$ cat src/verilog/cache_pkg.sv
`default_nettype none

package cache_pkg;

    // address split is tag[31:12], index[11:4], offset[3:0]
    typedef logic [7:0]   index_t;
    typedef logic [19:0]  tag_t;
    typedef logic [3:0]   offset_t;
    typedef logic [1:0]   bank_t;     // offset[3:2]

    typedef logic [31:0]  word_t;
    typedef logic [3:0]   strb_t;
    typedef logic [127:0] line_t;     // bank 0 in the low word
    typedef logic [31:0]  addr_t;

    localparam int NUM_SETS  = 256;
    localparam int NUM_BANKS = 4;

    // op input encoding
    localparam logic OP_READ  = 1'b0;
    localparam logic OP_WRITE = 1'b1;

    localparam logic [2:0] LFSR_SEED = 3'b111;

endpackage

`default_nettype wire

$ cat src/verilog/cache_way_if.sv
`timescale 1ns/1ps
`default_nettype none

interface cache_way_if;

    logic                                           en;
    cache_pkg::index_t                              addr;
    logic                                           tag_we;
    cache_pkg::tag_t                                tag_wdata;
    cache_pkg::strb_t [cache_pkg::NUM_BANKS-1:0]    bank_we;
    cache_pkg::word_t                               bank_wdata;
    logic                                           valid_set;
    cache_pkg::index_t                              dirty_index;
    logic                                           dirty_set;
    logic                                           dirty_clr;

    cache_pkg::tag_t                                rd_tag;
    cache_pkg::line_t                               rd_line;
    logic                                           valid;   // at dirty_index
    logic                                           dirty;

    modport ctrl (
        output en, addr, tag_we, tag_wdata, bank_we, bank_wdata,
        output valid_set, dirty_index, dirty_set, dirty_clr,
        input  rd_tag, rd_line, valid, dirty
    );

    modport way (
        input  en, addr, tag_we, tag_wdata, bank_we, bank_wdata,
        input  valid_set, dirty_index, dirty_set, dirty_clr,
        output rd_tag, rd_line, valid, dirty
    );

endinterface

`default_nettype wire

$ cat src/verilog/cache_ctrl.sv
`timescale 1ns/1ps
`default_nettype none

module cache_ctrl (
    input  wire                       clk,
    input  wire                       reset,
    input  wire                       valid,
    input  wire                       op,
    input  wire  cache_pkg::index_t   index,
    input  wire  cache_pkg::tag_t     tag,
    input  wire  cache_pkg::offset_t  offset,
    input  wire  cache_pkg::strb_t    wstrb,
    input  wire  cache_pkg::word_t    wdata,
    output logic                      addr_ok,
    output logic                      data_ok,
    output cache_pkg::word_t          rdata,
    output logic                      rd_req,
    output cache_pkg::addr_t          rd_addr,
    input  wire                       rd_rdy,
    input  wire                       ret_valid,
    input  wire                       ret_last,
    input  wire  cache_pkg::word_t    ret_data,
    output logic                      wr_req,
    output cache_pkg::addr_t          wr_addr,
    output cache_pkg::line_t          wr_data,
    input  wire                       wr_rdy,
    cache_way_if.ctrl                 way0,
    cache_way_if.ctrl                 way1
);

    typedef enum logic [2:0] {IDLE, LOOKUP, MISS, REPLACE, REFILL} state_t;

    state_t              state;
    state_t              next_state;

    logic                reg_op;   // request buffer
    cache_pkg::index_t   reg_index;
    cache_pkg::tag_t     reg_tag;
    cache_pkg::bank_t    reg_bank;
    cache_pkg::strb_t    reg_wstrb;
    cache_pkg::word_t    reg_wdata;

    cache_pkg::bank_t    refill_cnt;
    logic [2:0]          lfsr;

    logic                wb_busy;
    logic                wb_way;
    cache_pkg::bank_t    wb_bank;
    cache_pkg::index_t   wb_index;
    cache_pkg::strb_t    wb_strb;
    cache_pkg::word_t    wb_data;

    logic [1:0]          way_hit;
    logic                cache_hit;
    logic                is_store;
    logic                store_hit;
    logic                accept;
    logic                victim;
    logic                victim_dirty;
    logic                in_refill;
    logic                refill_wr;
    logic                first_beat;
    cache_pkg::word_t    hit_word;
    cache_pkg::word_t    refill_word;
    cache_pkg::index_t   ram_addr;
    cache_pkg::word_t    ram_wdata;

    logic [1:0]          way_en;
    logic [1:0]          way_tag_we;
    logic [1:0]          way_dirty_set;
    logic [1:0]          way_dirty_clr;
    cache_pkg::strb_t [1:0][cache_pkg::NUM_BANKS-1:0] way_bank_we;

    assign way_hit[0] = way0.valid && (way0.rd_tag == reg_tag);
    assign way_hit[1] = way1.valid && (way1.rd_tag == reg_tag);
    assign cache_hit  = |way_hit;
    assign is_store   = (reg_op == cache_pkg::OP_WRITE);
    assign store_hit  = (state == LOOKUP) && is_store && cache_hit;
    assign hit_word   = way_hit[1] ? way1.rd_line[reg_bank*32 +: 32]
                                   : way0.rd_line[reg_bank*32 +: 32];

    // nothing new behind a store in lookup or while the buffer writes
    assign accept  = valid && !wb_busy &&
                     ((state == IDLE) || ((state == LOOKUP) && cache_hit && !is_store));
    assign addr_ok = accept;

    always_comb begin
        next_state = state;
        case (state)
            IDLE:    if (accept) next_state = LOOKUP;
            LOOKUP:  next_state = !cache_hit ? MISS : (accept ? LOOKUP : IDLE);
            MISS:    if (!victim_dirty || wr_rdy) next_state = REPLACE;
            REPLACE: if (rd_rdy) next_state = REFILL;
            REFILL:  if (ret_valid && ret_last) next_state = IDLE;
            default: next_state = IDLE;
        endcase
    end

    always_ff @(posedge clk) begin
        if (reset)
            state <= IDLE;
        else
            state <= next_state;
    end

    always_ff @(posedge clk) begin
        if (accept) begin
            reg_op    <= op;
            reg_index <= index;
            reg_tag   <= tag;
            reg_bank  <= offset[3:2];
            reg_wstrb <= wstrb;
            reg_wdata <= wdata;
        end
    end

    always_ff @(posedge clk) begin
        if (reset) begin
            refill_cnt <= '0;
            lfsr       <= cache_pkg::LFSR_SEED;
        end else begin
            if (refill_wr)
                refill_cnt <= refill_cnt + 2'd1;   // wraps after the fourth beat
            if (refill_wr && ret_last)
                lfsr <= {lfsr[0], lfsr[2] ^ lfsr[0], lfsr[1]};
        end
    end

    assign victim       = lfsr[0];
    assign victim_dirty = victim ? (way1.valid && way1.dirty) : (way0.valid && way0.dirty);
    assign in_refill    = (state == REFILL);
    assign refill_wr    = in_refill && ret_valid;
    assign first_beat   = refill_wr && (refill_cnt == 2'd0);

    // store miss merges its bytes into the returning word
    always_comb begin
        refill_word = ret_data;
        if (is_store && (refill_cnt == reg_bank)) begin
            for (int i = 0; i < 4; i++) begin
                if (reg_wstrb[i])
                    refill_word[i*8 +: 8] = reg_wdata[i*8 +: 8];
            end
        end
    end

    assign data_ok = ((state == LOOKUP) && (cache_hit || is_store)) ||
                     (refill_wr && !is_store && (refill_cnt == reg_bank));
    assign rdata   = in_refill ? refill_word : hit_word;

    assign rd_req  = (state == REPLACE);
    assign rd_addr = {reg_tag, reg_index, 4'b0000};
    assign wr_req  = (state == MISS) && victim_dirty;
    assign wr_addr = {victim ? way1.rd_tag : way0.rd_tag, reg_index, 4'b0000};
    assign wr_data = victim ? way1.rd_line : way0.rd_line;   // held since lookup

    write_buffer u_wbuf (
        .clk      (clk),
        .reset    (reset),
        .capture  (store_hit),
        .way_in   (way_hit[1]),
        .bank_in  (reg_bank),
        .index_in (reg_index),
        .strb_in  (reg_wstrb),
        .data_in  (reg_wdata),
        .busy     (wb_busy),
        .way      (wb_way),
        .bank     (wb_bank),
        .index    (wb_index),
        .strb     (wb_strb),
        .data     (wb_data)
    );

    always_comb begin
        if (wb_busy)
            ram_addr = wb_index;
        else if (in_refill)
            ram_addr = reg_index;
        else
            ram_addr = index;
    end

    assign ram_wdata = wb_busy ? wb_data : refill_word;

    always_comb begin
        for (int w = 0; w < 2; w++) begin
            way_en[w]        = accept || (wb_busy && (wb_way == w)) || (in_refill && (victim == w));
            way_tag_we[w]    = first_beat && (victim == w);
            way_dirty_set[w] = (store_hit && way_hit[w]) || (way_tag_we[w] && is_store);
            way_dirty_clr[w] = way_tag_we[w] && !is_store;
            for (int b = 0; b < cache_pkg::NUM_BANKS; b++) begin
                if (wb_busy && (wb_way == w) && (wb_bank == b))
                    way_bank_we[w][b] = wb_strb;
                else if (refill_wr && (victim == w) && (refill_cnt == b))
                    way_bank_we[w][b] = 4'hf;
                else
                    way_bank_we[w][b] = 4'h0;
            end
        end
    end

    assign way0.en          = way_en[0];
    assign way0.addr        = ram_addr;
    assign way0.tag_we      = way_tag_we[0];
    assign way0.tag_wdata   = reg_tag;
    assign way0.bank_we     = way_bank_we[0];
    assign way0.bank_wdata  = ram_wdata;
    assign way0.valid_set   = way_tag_we[0];
    assign way0.dirty_index = reg_index;
    assign way0.dirty_set   = way_dirty_set[0];
    assign way0.dirty_clr   = way_dirty_clr[0];

    assign way1.en          = way_en[1];
    assign way1.addr        = ram_addr;
    assign way1.tag_we      = way_tag_we[1];
    assign way1.tag_wdata   = reg_tag;
    assign way1.bank_we     = way_bank_we[1];
    assign way1.bank_wdata  = ram_wdata;
    assign way1.valid_set   = way_tag_we[1];
    assign way1.dirty_index = reg_index;
    assign way1.dirty_set   = way_dirty_set[1];
    assign way1.dirty_clr   = way_dirty_clr[1];

endmodule

`default_nettype wire

$ cat src/verilog/write_buffer.sv
`timescale 1ns/1ps
`default_nettype none

module write_buffer (
    input  wire                      clk,
    input  wire                      reset,
    input  wire                      capture,
    input  wire                      way_in,
    input  wire  cache_pkg::bank_t   bank_in,
    input  wire  cache_pkg::index_t  index_in,
    input  wire  cache_pkg::strb_t   strb_in,
    input  wire  cache_pkg::word_t   data_in,
    output logic                     busy,
    output logic                     way,
    output cache_pkg::bank_t         bank,
    output cache_pkg::index_t        index,
    output cache_pkg::strb_t         strb,
    output cache_pkg::word_t         data
);

    typedef enum logic {WB_IDLE, WB_WRITE} wb_state_t;

    wb_state_t state;
    wb_state_t next_state;

    // a capture while writing simply reloads the entry
    assign next_state = capture ? WB_WRITE : WB_IDLE;

    always_ff @(posedge clk) begin
        if (reset)
            state <= WB_IDLE;
        else
            state <= next_state;
    end

    always_ff @(posedge clk) begin
        if (capture) begin
            way   <= way_in;
            bank  <= bank_in;
            index <= index_in;
            strb  <= strb_in;
            data  <= data_in;
        end
    end

    assign busy = (state == WB_WRITE);   // one write cycle per entry

endmodule

`default_nettype wire
$ cat src/flat_wrapper.sv
// flat-port wrapper written by rule: the top's interface ports become plain ports
module cache_ctrl_flat 
  (clk, reset, valid, op, index, tag, offset, wstrb, wdata, addr_ok, data_ok, rdata, rd_req, rd_addr, rd_rdy, ret_valid, ret_last, ret_data, wr_req, wr_addr, wr_data, wr_rdy, way0_en, way0_addr, way0_tag_we, way0_tag_wdata, way0_bank_we, way0_bank_wdata, way0_valid_set, way0_dirty_index, way0_dirty_set, way0_dirty_clr, way0_rd_tag, way0_rd_line, way0_valid, way0_dirty, way1_en, way1_addr, way1_tag_we, way1_tag_wdata, way1_bank_we, way1_bank_wdata, way1_valid_set, way1_dirty_index, way1_dirty_set, way1_dirty_clr, way1_rd_tag, way1_rd_line, way1_valid, way1_dirty);
  cache_way_if way0_i ();
  cache_way_if way1_i ();
  input  wire clk;
  input  wire reset;
  input  wire valid;
  input  wire op;
  input  wire  cache_pkg::index_t index;
  input  wire  cache_pkg::tag_t tag;
  input  wire  cache_pkg::offset_t offset;
  input  wire  cache_pkg::strb_t wstrb;
  input  wire  cache_pkg::word_t wdata;
  output logic addr_ok;
  output logic data_ok;
  output cache_pkg::word_t rdata;
  output logic rd_req;
  output cache_pkg::addr_t rd_addr;
  input  wire rd_rdy;
  input  wire ret_valid;
  input  wire ret_last;
  input  wire  cache_pkg::word_t ret_data;
  output logic wr_req;
  output cache_pkg::addr_t wr_addr;
  output cache_pkg::line_t wr_data;
  input  wire wr_rdy;
  output wire logic [$bits(way0_i.en)-1:0] way0_en;
  output wire logic [$bits(way0_i.addr)-1:0] way0_addr;
  output wire logic [$bits(way0_i.tag_we)-1:0] way0_tag_we;
  output wire logic [$bits(way0_i.tag_wdata)-1:0] way0_tag_wdata;
  output wire logic [$bits(way0_i.bank_we)-1:0] way0_bank_we;
  output wire logic [$bits(way0_i.bank_wdata)-1:0] way0_bank_wdata;
  output wire logic [$bits(way0_i.valid_set)-1:0] way0_valid_set;
  output wire logic [$bits(way0_i.dirty_index)-1:0] way0_dirty_index;
  output wire logic [$bits(way0_i.dirty_set)-1:0] way0_dirty_set;
  output wire logic [$bits(way0_i.dirty_clr)-1:0] way0_dirty_clr;
  input wire logic [$bits(way0_i.rd_tag)-1:0] way0_rd_tag;
  input wire logic [$bits(way0_i.rd_line)-1:0] way0_rd_line;
  input wire logic [$bits(way0_i.valid)-1:0] way0_valid;
  input wire logic [$bits(way0_i.dirty)-1:0] way0_dirty;
  output wire logic [$bits(way1_i.en)-1:0] way1_en;
  output wire logic [$bits(way1_i.addr)-1:0] way1_addr;
  output wire logic [$bits(way1_i.tag_we)-1:0] way1_tag_we;
  output wire logic [$bits(way1_i.tag_wdata)-1:0] way1_tag_wdata;
  output wire logic [$bits(way1_i.bank_we)-1:0] way1_bank_we;
  output wire logic [$bits(way1_i.bank_wdata)-1:0] way1_bank_wdata;
  output wire logic [$bits(way1_i.valid_set)-1:0] way1_valid_set;
  output wire logic [$bits(way1_i.dirty_index)-1:0] way1_dirty_index;
  output wire logic [$bits(way1_i.dirty_set)-1:0] way1_dirty_set;
  output wire logic [$bits(way1_i.dirty_clr)-1:0] way1_dirty_clr;
  input wire logic [$bits(way1_i.rd_tag)-1:0] way1_rd_tag;
  input wire logic [$bits(way1_i.rd_line)-1:0] way1_rd_line;
  input wire logic [$bits(way1_i.valid)-1:0] way1_valid;
  input wire logic [$bits(way1_i.dirty)-1:0] way1_dirty;
  assign way0_en = way0_i.en;
  assign way0_addr = way0_i.addr;
  assign way0_tag_we = way0_i.tag_we;
  assign way0_tag_wdata = way0_i.tag_wdata;
  assign way0_bank_we = way0_i.bank_we;
  assign way0_bank_wdata = way0_i.bank_wdata;
  assign way0_valid_set = way0_i.valid_set;
  assign way0_dirty_index = way0_i.dirty_index;
  assign way0_dirty_set = way0_i.dirty_set;
  assign way0_dirty_clr = way0_i.dirty_clr;
  assign way0_i.rd_tag = way0_rd_tag;
  assign way0_i.rd_line = way0_rd_line;
  assign way0_i.valid = way0_valid;
  assign way0_i.dirty = way0_dirty;
  assign way1_en = way1_i.en;
  assign way1_addr = way1_i.addr;
  assign way1_tag_we = way1_i.tag_we;
  assign way1_tag_wdata = way1_i.tag_wdata;
  assign way1_bank_we = way1_i.bank_we;
  assign way1_bank_wdata = way1_i.bank_wdata;
  assign way1_valid_set = way1_i.valid_set;
  assign way1_dirty_index = way1_i.dirty_index;
  assign way1_dirty_set = way1_i.dirty_set;
  assign way1_dirty_clr = way1_i.dirty_clr;
  assign way1_i.rd_tag = way1_rd_tag;
  assign way1_i.rd_line = way1_rd_line;
  assign way1_i.valid = way1_valid;
  assign way1_i.dirty = way1_dirty;
  cache_ctrl u_core (.clk(clk), .reset(reset), .valid(valid), .op(op), .index(index), .tag(tag), .offset(offset), .wstrb(wstrb), .wdata(wdata), .addr_ok(addr_ok), .data_ok(data_ok), .rdata(rdata), .rd_req(rd_req), .rd_addr(rd_addr), .rd_rdy(rd_rdy), .ret_valid(ret_valid), .ret_last(ret_last), .ret_data(ret_data), .wr_req(wr_req), .wr_addr(wr_addr), .wr_data(wr_data), .wr_rdy(wr_rdy), .way0(way0_i), .way1(way1_i));
endmodule
$ cat config.mk
export PLATFORM = sky130hd
export DESIGN_NAME = cache_ctrl_flat
export DESIGN_NICKNAME = d
export VERILOG_FILES = /design/src/verilog/cache_pkg.sv /design/src/verilog/cache_way_if.sv /design/src/verilog/cache_ctrl.sv /design/src/verilog/write_buffer.sv /design/src/flat_wrapper.sv
export SDC_FILE = /design/constraint.sdc
export NUM_CORES = 1
export LEC_CHECK = 0
export BUFFER_PORTS_ARGS = -buffer_cell sky130_fd_sc_hd__buf_4
export CAP_MARGIN = 20
export CELL_PAD_IN_SITES_DETAIL_PLACEMENT = 1
export CELL_PAD_IN_SITES_GLOBAL_PLACEMENT = 2
export CORE_AREA = 2 2 315 317
export CTS_BUF_LIST = sky130_fd_sc_hd__clkbuf_4 sky130_fd_sc_hd__clkbuf_8
export DETAILED_ROUTE_END_ITERATION = 8
export DIE_AREA = 0 0 317 319
export GPL_ROUTABILITY_DRIVEN = 1
export PLACE_DENSITY = 0.45
export SETUP_SLACK_MARGIN = 0.5
export SLEW_MARGIN = 10
export SYNTH_ARGS = -nofsm -noshare
export SYNTH_HDL_FRONTEND = slang
export SYNTH_SLANG_ARGS = --single-unit
$ cat constraint.sdc
create_clock -name clk -period 16.09 [get_ports clk]
set_input_delay 2.4135 -clock clk [delete_from_list [all_inputs] [get_ports clk]]
set_output_delay 2.4135 -clock clk [all_outputs]
set_load 0.01 [all_outputs]
==> results.md, run 1 <==
* Status: completed
* # rows at 115
* Multi-input gate area at 5980 sq um
* Reg clk slew, reported paths at 0.08 ns
* Register bit count reported by yosys at approximately 120
* Root buffer cell: clkbuf_8
* Peak Freq at 0.112 GHz
* Number of global-route vias before repair at ~12k
* Ys flop type: edfxtp_1
* Synth area leaders: edfxtp_1 32%, mux2_2 15%, mux2i_1 13%
* Post-synth top area cell: edfxtp_1
* # port buffers at 803
* Crit share post-route at 55.3%
* Die H at 319 um
* Horiz. Die Dim at 317 um
* Sequential area share after synthesis at approximately 33%
* Mapped Area at 10800 sq um
* Reg-to-reg startpoint: u_core.way0.tag_wdata[14]
* I/O Pins at approximately 810
* Share of layout cells above drive strength 1 at 55.9%
* Crit path max-delay cell type: a22oi_1
* Largest net degree at the start of global routing at 71
* Worst R2R End: u_core.reg_wdata[22]
* Clk Latency, worst-skew pair at 0.52 ns
* First-pass GRT wire length at between 90000 and 100000 um
* Hold Vio Cnt, Final at 0
* GRT Total Usage at 13.6%
* CTS sink cnt at 123
* Critical Path Start Type: input port
* Initial Util at 11.1%
* Final nets at 2219
* Worst Path Arrival at around 6.5 ns
* Min-delay worst type: flop to flop
* Synth Area per Inst at 9.38 sq um
* Worst setup margin at between 7 and 8 ns
* RSZ-0062 raised after global routing: no
* Cell with the most instances after synthesis: nand2_1
* Worst Tran Pin Value at 1.07 ns
* Via density at 3.65
* R2R cell count at 7
* # hold bufs at CTS at 0
* Max-slew headroom at slightly below 30%
* Grt total ovfl at 0
* Worst-path cell chain: buf_4, xnor2_1, nand4_1, nor4_2, nand2_4, buf_4, buf_4, mux2i_1, a22oi_1, a41o_1, buf_4
* Critical Path Max Stage Delay at 0.71 ns
* YS warnings at 0
* Crit. End Element: output port
* WL per Instance at roughly 23 um
* Gate count after technology mapping at approximately 1.2k
* Clock skew at about 0.024 ns
* Dpl hpwl at a little under 60000 um
* Unique masters post-synth at 43
* Routed Wire Length at ~72000 um
* CP Launch Point: way1_rd_tag[17]
* Most frequent cells after synthesis: 207 x nand2_1, 148 x mux2_2, 136 x mux2i_1
* Fin Setup TNS at 0 ns
* Worst path required time at between 10 and 15 ns
* PD cells at 63.8 nW/um^2
* CTS tree: yes
* Post-place setup slack at a little over 7 ns
* Die area at about 100000 sq um
* Post-cts resize count at 0
* End point of the critical path: rdata[13]
* Total number of vias at approximately 11k
* Initial antenna violation count at 5
* Util after Layout at 18.4%
* Number of enable flip-flop cells after synthesis at between 100 and 150
* DRT Pass-1 Iters at 4
* Final ANT Viol Nets at 0
* Syn-to-layout area delta at 65.7%
* Critical path's most frequent cell: buf_4
* Max-slew violation count at 0
* Routability cong. at 0.832
* Bufs on Longest Clock Path at 2
* H-tree levels at 4
* Register Area at 3610 sq um
* Critical path class: input port to output port
* Num CTS Buffers at 17
* Worst vdd ir at 49.8 uV
* DRT iter0 DRCs at roughly 400
* Flop2flop setup slack at between 10 and 15 ns
* Fin crit period at between 8 and 9 ns
* Setup violators final at 0
* Crit-path max FO at 57
* Remaining DRCs at 0
* Total of max-cap violations at 0
* Post-CTS Setup Bufs at 0
* Core ar. at 97700 sq um
* Ys async rst share at 0%
* Synth top area share at 31.6%
* Leakage at 0.00846 uW
* Fillcell total at about 12k
[critical path, delay by kind of cell]
kind | cells | cell delay (ns)
and+or+nand+nor | 3 | 1.39
xor gates and xnor gates | 1 | 0.16
buffers and inverters | 4 | 1.19
AOI/OAI and AO/OA | 2 | 0.99
muxes | 1 | 0.22
[cells by family (layout without fill, tap and decap cells)]
kind of cell,after synthesis,after routing,share of synthesized area (%)
AOI/OAI and AO/OA,96,96,7.14
xor gates and xnor gates,44,44,3.56
adders and majority gates,4,4,0.462
buffers and inverters,232,891,12.2
DFF,123,123,33.3
muxes,284,284,28.0
other,1,11,0.0346
and+or+nand+nor,370,370,15.3
[flip-flops by register name (all words and copies together) (netlist names)]
name,count
u_core.u_wbuf.data,32
u_core.u_wbuf.bank,2
u_core.state,3
u_core.u_wbuf.index,8
u_core.u_wbuf.way,1
u_core.u_wbuf.busy,1
u_core.way0.dirty_index,8
u_core.way0.tag_wdata,20
u_core.reg_bank,2
u_core.refill_cnt,2
u_core.is_store,1
u_core.reg_wstrb,4
u_core.lfsr,3
u_core.u_wbuf.strb,4
u_core.reg_wdata,32
[report_power, final]
part | switching, uW | internal [uW]
combinational | 212 | 216
clock | 154 | 160
sequential | 25.0 | 377
total | 391 | 752
[area by class of cell]
type	count	share of cell area, %
repair buffers	820	34.3
multi-input cells	806	33.3
flip-flops and latches	123	20.1
well taps	1287	8.98
clock buffers	19	1.42
clock inverters	13	0.935
inverters	39	0.823
diodes	3	0.0419
[worst min-delay path by stage]
stage / startpoint / to / slack, ns / depth (start not counted)
finish: u_core.reg_wdata[10] / u_core.u_wbuf.data[10] / 0.45 / 0
global route: u_core.reg_wdata[10] / u_core.u_wbuf.data[10] / 0.46 / 0
CTS: u_core.reg_wdata[10] / u_core.u_wbuf.data[10] / 0.45 / 0
detailed placement: u_core.reg_wdata[10] / u_core.u_wbuf.data[10] / 0.43 / 0
global placement: u_core.reg_wdata[0] / u_core.u_wbuf.data[0] / 0.43 / 0
floorplan: u_core.reg_bank[0] / u_core.u_wbuf.bank[0] / 0.42 / 0
[per-stage QoR]
step                      power [uW]  std cells  hold slack, ns  area [sq um]
after global routing            1210       3109           0.459         17900
after floorplan                  591       1161           0.424         10900
after global placement           848       3075           0.427         17500
after detailed placement         849       3075           0.433         17500
final                           1140       3110           0.453         17900
after CTS                       1180       3107           0.452         17900
[cells in the final DEF, fill, tap and decap left out, types with 11 or more instances in the layout]
master | Yosys | routed
buf_4 | 115 | 820
nand2_1 | 207 | 205
mux2_2 | 148 | 148
mux2i_1 | 136 | 136
edfxtp_1 | 114 | 114
nor2_1 | 47 | 46
nand4_1 | 41 | 41
inv_1 | 38 | 38
nand3_1 | 37 | 37
a22oi_1 | 32 | 32
a41o_1 | 32 | 32
xor2_1 | 23 | 23
xnor2_1 | 21 | 21
clkbuf_8 | 0 | 18
o21ai_0 | 11 | 11
[routing by layer]
metal  wire [um]  track usage [%]
met4         894             2.75
met2       38200             25.5
met5          13                0
met3        3960             3.05
met1       28500             15.6
No activity file was read; power rests on OpenSTA's default activity.
==> run 2: changes to the inputs <==
CORE_AREA = 2 2 320 322   (was 2 2 315 317)
DIE_AREA = 0 0 322 324   (was 0 0 317 319)
PLACE_DENSITY = 0.44   (was 0.45)
clock period = 8.6 ns   (was 16.09 ns; I/O delays follow)
==> run 2 against run 1 <==
Compared with the run above:
- first-iteration DRC count rose by 1.8%
- sequential power rose by 87%
- routed wire length rose by 1.8%
- combinational power rose by 89%
==> results.md, run 2 (synthesis results as in run 1) <==
* Routability cong. at 0.801 (-3.7%)
* Fillcell total at 11.9k (+3.4%)
* Final ANT Viol Nets at 0 (unchanged)
* Crit. End Element: output port
* Worst path required time at 7.31 ns (-6.37 ns)
* Max-slew violation count at 0 (unchanged)
* Grt total ovfl at 0 (unchanged)
* Die H at 324 um (+1.6%)
* Util after Layout at 17.8% (-0.59 points)
* Reg clk slew, reported paths at 0.09 ns (about the same)
* Leakage at 0.00846 uW (about the same)
* Post-cts resize count at 0 (unchanged)
* Root buffer cell: clkbuf_8
* Via density at 3.63 (-0.41%)
* Clock skew at 0.0171 ns (-0.00667 ns)
* Clk Latency, worst-skew pair at 0.53 ns (about the same)
* Clk pwr share at 27.1% (-0.3 points)
* Status: completed
* Share of layout cells above drive strength 1 at 55.7% (-0.18 points)
* Number of global-route vias before repair at 12.0k (-1.9%)
* Syn-to-layout area delta at 65.8% (about the same)
* Worst setup margin at 2.57 ns (-4.62 ns)
* Comb power frac at 37.7% (+0.3 points)
* Most frequent cells in the layout: 816 x buf_4, 205 x nand2_1, 148 x mux2_2
* Initial Util at 10.7% (-0.36 points)
* Total of max-cap violations at 0 (unchanged)
* DP Area at 17500 sq um (about the same)
* Worst Path Arrival at 4.74 ns (-1.75 ns)
* Register Area at 3610 sq um (unchanged)
* Register share of total power at 35.2% (about the same)
* Routed Wire Length at 72900 um (+1.8%)
* Crit share post-route at 70.1%
* Crit-path max FO at 39 (-32%)
* Sw Share at 34.3% (+0.13 points)
* Min-delay worst type: flop to flop
* Fin crit period at a little over 6 ns
* Die area at 104000 sq um (+3.2%)
* DRT iter0 DRCs at 404 (+1.8%)
* Worst vdd ir at 96.3 uV (+93%)
* Critical path class: input port to output port
* Worst-path cell chain: buf_4, xnor2_1, nand4_1, nor4_2, nand2_4, clkinv_2, buf_4, nand2_1, nand3_1, a41o_1, buf_4
* Fin Setup TNS at 0 ns (unchanged)
* Final nets at 2216 (-0.14%)
* Initial antenna violation count at 7 (+2)
* PD cells at 119 nW/um^2 (+86%)
* CTS sink cnt at 123 (unchanged)
* Total number of vias at 11.4k (+0.23%)
* Internal Power at 1400 uW (+86%)
* Hold Vio Cnt, Final at 0 (unchanged)
* # rows at 117 (+1.7%)
* Most common cell after layout, fill and taps aside: buf_4
* First-pass GRT wire length at 96900 um (+0.27%)
* # port buffers at 803 (unchanged)
* Flop2flop setup slack at 4.73 ns (-7.68 ns)
* Worst Path Buf+Inv at 4 (unchanged)
* H-tree levels at 4 (unchanged)
* Largest net degree at the start of global routing at 72 (+1.4%)
* Bufs on Longest Clock Path at 2 (unchanged)
* Crit path max-delay cell type: clkinv_2
* I/O Pins at 814 (unchanged)
* Post-place setup slack at 2.34 ns (-4.74 ns)
* Worst Tran Pin Value at 1.09 ns (+0.0212 ns)
* Post-CTS Setup Bufs at 0 (unchanged)
* Core ar. at 101000 sq um (+3.4%)
* DRT Pass-1 Iters at 4 (unchanged)
* Num CTS Buffers at 17 (unchanged)
* Horiz. Die Dim at 322 um (+1.6%)
* Peak Freq at 0.166 GHz
* Max-slew headroom at 27.3% (-1.6 points)
* WL per Instance at 23.3 um (+1.1%)
* Setup violators final at 0 (unchanged)
* Switch Pwr at 732 uW (+87%)
* Design area at 17900 sq um (about the same)
* Critical Path Max Stage Delay at 0.68 ns (-0.03 ns)
* CP delay by family, top: buffers and inverters
* Remaining DRCs at 0 (unchanged)
* RSZ-0062 raised after global routing: no
* GRT Total Usage at 13.3% (-0.33 points)
* Multi-input gate area at 5970 sq um (-0.15%)
* # hold bufs at CTS at 0 (unchanged)
* Critical path's most frequent cell: buf_4
* CTS tree: yes
* Critical Path Start Type: input port
* Dpl hpwl at 59900 um (+1.5%)
run 2: worst paths after layout:
kind,start,to,cells after the start
setup / recovery,way1_rd_tag[17],rdata[2],11
hold / removal,u_core.reg_wdata[5],u_core.u_wbuf.data[5],0
setup reg to reg,u_core.way0.tag_wdata[4],u_core.reg_wdata[9],7
hold reg to reg,u_core.reg_wdata[5],u_core.u_wbuf.data[5],0
run 2: area by class of cell:
type | count | share of cell area [%]
Sequential cell | 123 | 20.1
Clock buffer | 18 | 1.35
Multi-Input combinational cell | 806 | 33.3
Tap cell | 1309 | 9.13
Antenna cell | 4 | 0.0558
Inverter | 39 | 0.823
Timing Repair Buffer | 817 | 34.3
Clock inverter | 14 | 0.948
run 2: power by group through the flow:
stage / registers (uW) / logic [uW] / clock network [uW]
after floorplan: 757 / 348 / 0
after global placement: 763 / 824 / 0
after detailed placement: 766 / 827 / 0
after CTS: 752 / 832 / 625
after global routing: 757 / 868 / 639
final: 750 / 805 / 577
run 2: layer usage:
| layer | wire length [um] | share of wire (%) | track usage (%) |
|---|---|---|---|
| met1 | 29700 | 41 | 15.6 |
| met2 | 39100 | 54 | 24.8 |
| met3 | 3660 | 5.0 | 2.82 |
| met4 | 476 | 0.65 | 2.25 |
| met5 | 26 | 0.036 | 0 |
run 2: metrics by stage:
step	hold slack (ns)	instances	power [uW]
floorplan	0.424	1161	1110
global placement	0.430	3093	1590
detailed placement	0.435	3094	1590
CTS	0.447	3126	2210
global route	0.457	3129	2260
finish	0.444	3130	2130
==> run 3: changes to the inputs <==
CORE_AREA = 2 2 316 318   (was 2 2 320 322)
DIE_AREA = 0 0 318 320   (was 0 0 322 324)
PLACE_DENSITY = 0.46   (was 0.44)
clock period = 5 ns   (was 8.6 ns; I/O delays follow)
==> run 3 against run 2 <==
Compared with the run above:
- worst setup slack got worse by 1.8 ns
- sequential power rose by 72%
- worst hold slack got worse by 0.054 ns
- routed wire length is 1.2% higher
- clock-buffer cell count is 2 higher
- via count grew 2.0%
- critical path depth unchanged
- global-route usage increased by 0.62 points
- power is 72% higher
- sequential share of layout area fell by 0.23 points
- critical endpoint is now rdata[10]
- largest power group unchanged
==> results.md, run 3 (synthesis results as in run 1) <==
* Worst vdd ir at 123 uV (+27%)
* PD cells at 202 nW/um^2 (+70%)
* Reg clk slew, reported paths at 0.09 ns (about the same)
* DRT iter0 DRCs at 402 (-0.50%)
* Dpl hpwl at 60000 um (+0.26%)
* Crit. End Element: output port
* Worst Path Buf+Inv at 4 (unchanged)
* Hold Vio Cnt, Final at 0 (unchanged)
* Clock skew at 0.0159 ns (-0.00121 ns)
* DRT met1 WL at 29800 um (+0.54%)
* Met2 WL post-DR at 38100 um (-2.5%)
* DRT Pass-1 Iters at 4 (unchanged)
* Most frequent cells in the layout: 832 x buf_4, 205 x nand2_1, 148 x mux2_2
* Final ANT Viol Nets at 0 (unchanged)
* Post-place setup slack at 0.402 ns (-1.94 ns)
* Share of layout cells above drive strength 1 at 56.4% (+0.72 points)
* Worst-path cell chain: xnor2_1, nand4_1, nor4_4, buf_4, nand2_4, buf_12, buf_6, mux2i_2, a22oi_1, a41o_1, buf_4
* Crit share post-route at a little over four fifths
* Horiz. Die Dim at 318 um (-1.2%)
* Routed Wire Length at 73700 um (+1.2%)
* Fillcell total at 11.5k (-3.2%)
* Die area at 102000 sq um (-2.5%)
* Critical Path Max Stage Delay at 0.53 ns (-0.15 ns)
* # port buffers at 803 (unchanged)
* CTS tree: yes
* Critical path class: flop to output port
* Critical path's most frequent cell: buf_4
* Pwr Total at 3670 uW (+72%)
* Setup violators final at 0 (unchanged)
* Design area at 18100 sq um (+1.2%)
* Worst path required time at 4.25 ns (-3.06 ns)
* Fin Setup TNS at 0 ns (unchanged)
* Worst Path Arrival at 3.49 ns (-1.25 ns)
* Met3 WL at 4060 um (+11%)
* Max-slew headroom at 38.8% (+12 points)
* I/O Pins at 814 (unchanged)
* Hold Worst Slack at 0.391 ns (-0.0535 ns)
* Fin crit period at 4.24 ns
* Root buffer cell: clkbuf_8
* Final nets at 2237 (+0.95%)
* Leakage at 0.00857 uW (+1.3%)
* CP delay by family, top: buffers and inverters
* Initial antenna violation count at 9 (+2)
* CTS sink cnt at 123 (unchanged)
* Bufs on Longest Clock Path at 2 (unchanged)
* Total of max-cap violations at 0 (unchanged)
* WL per Instance at 23.5 um (+1.0%)
* Largest net degree at the start of global routing at 104 (+44%)
* Total number of vias at 11.6k (+2.0%)
* First-pass GRT wire length at 99800 um (+3.0%)
* Max-slew violation count at 0 (unchanged)
* Critical Path Start Type: flop
* Remaining DRCs at 0 (unchanged)
* Initial Util at 11.0% (+0.33 points)
* Min-delay worst type: input port to flop
* GRT Total Usage at 13.9% (+0.62 points)
* Syn-to-layout area delta at 67.7%
* H-tree levels at 4 (unchanged)
* Clk Latency, worst-skew pair at 0.53 ns (about the same)
* Number of global-route vias before repair at 12.7k (+5.7%)
* Peak Freq at 0.236 GHz
* Worst Tran Pin Value at 0.915 ns (-0.172 ns)
* Grt total ovfl at 0 (unchanged)
* RSZ-0062 raised after global routing: yes
* Die H at 320 um (-1.2%)
* Core ar. at 98000 sq um (-3.0%)
* Via density at 3.70 (+1.8%)
* # hold bufs at CTS at 0 (unchanged)
* # rows at 115 (-1.7%)
* DP Area at 17700 sq um (+0.78%)
* Routability cong. at 0.802 (+0.12%)
* Highest Signal Layer: met5
* Crit-path max FO at 37 (-5.1%)
* Crit path max-delay cell type: edfxtp_1
* Status: completed
* Worst setup margin at 0.763 ns (-1.81 ns)
* Num CTS Buffers at 17 (unchanged)
* Most common cell after layout, fill and taps aside: buf_4
[run 3: changes by cell type in the layout (fill, tap and decap cells not counted), sizes merged]
cell and delta:
clkbuf +2, clkinv -2, inv +1, buf +21
bufinv -1, diode +5
[run 3: worst paths after layout]
kind / from / cells after the start / endpoint / slack [ns]
worst min-delay path: tag[5] / 1 / u_core.way0.tag_wdata[5] / 0.39
worst min register to register: u_core.reg_wdata[28] / 0 / u_core.u_wbuf.data[28] / 0.45
worst max-delay path: u_core.way0.tag_wdata[19] / 11 / rdata[10] / 0.76
worst max register to register: u_core.way0.tag_wdata[5] / 7 / u_core.reg_wdata[22] / 1.56
[run 3: area by class of cell]
type                    count  area [sq um]  area share, %
repair buffers            838          6360           35.0
multi-input cells         806          6020           33.2
flip-flops and latches    123          3610           19.9
well taps                1287          1610           8.87
clock buffers              20           256           1.41
inverters                  39           149          0.820
clock inverters            12           123          0.676
diodes                      9          22.5          0.124
[run 3: metrics by stage]
stage / instances / util (%)
after detailed placement: 3087 / 18.0
after CTS: 3119 / 18.4
after floorplan: 1161 / -
after global routing: 3131 / 18.5
final: 3134 / 18.5
after global placement: 3087 / 18.0
[run 3: routing by layer]
layer,up-vias,GRT usage [%]
li1,5374,-
met1,5703,15.7
met2,448,25.1
met3,58,3.64
met4,4,4.78
met5,-,0
[run 3: repair_timing]
| item | 4_1_cts | 5_1_grt |
|---|---|---|
| resized for setup | 7 | 2 |
| buffers inserted | 0 | 6 |
| endpoints found under the setup margin | 26 | 23 |
| pin swaps | 1 | 3 |
| endpoints found under the hold margin | 0 | 0 |
[run 3: power by group]
group	internal, uW	switching, uW	total, uW
combinational	710	710	1420
clock	455	508	963
sequential	1210	73.5	1290
total	2380	1290	3670
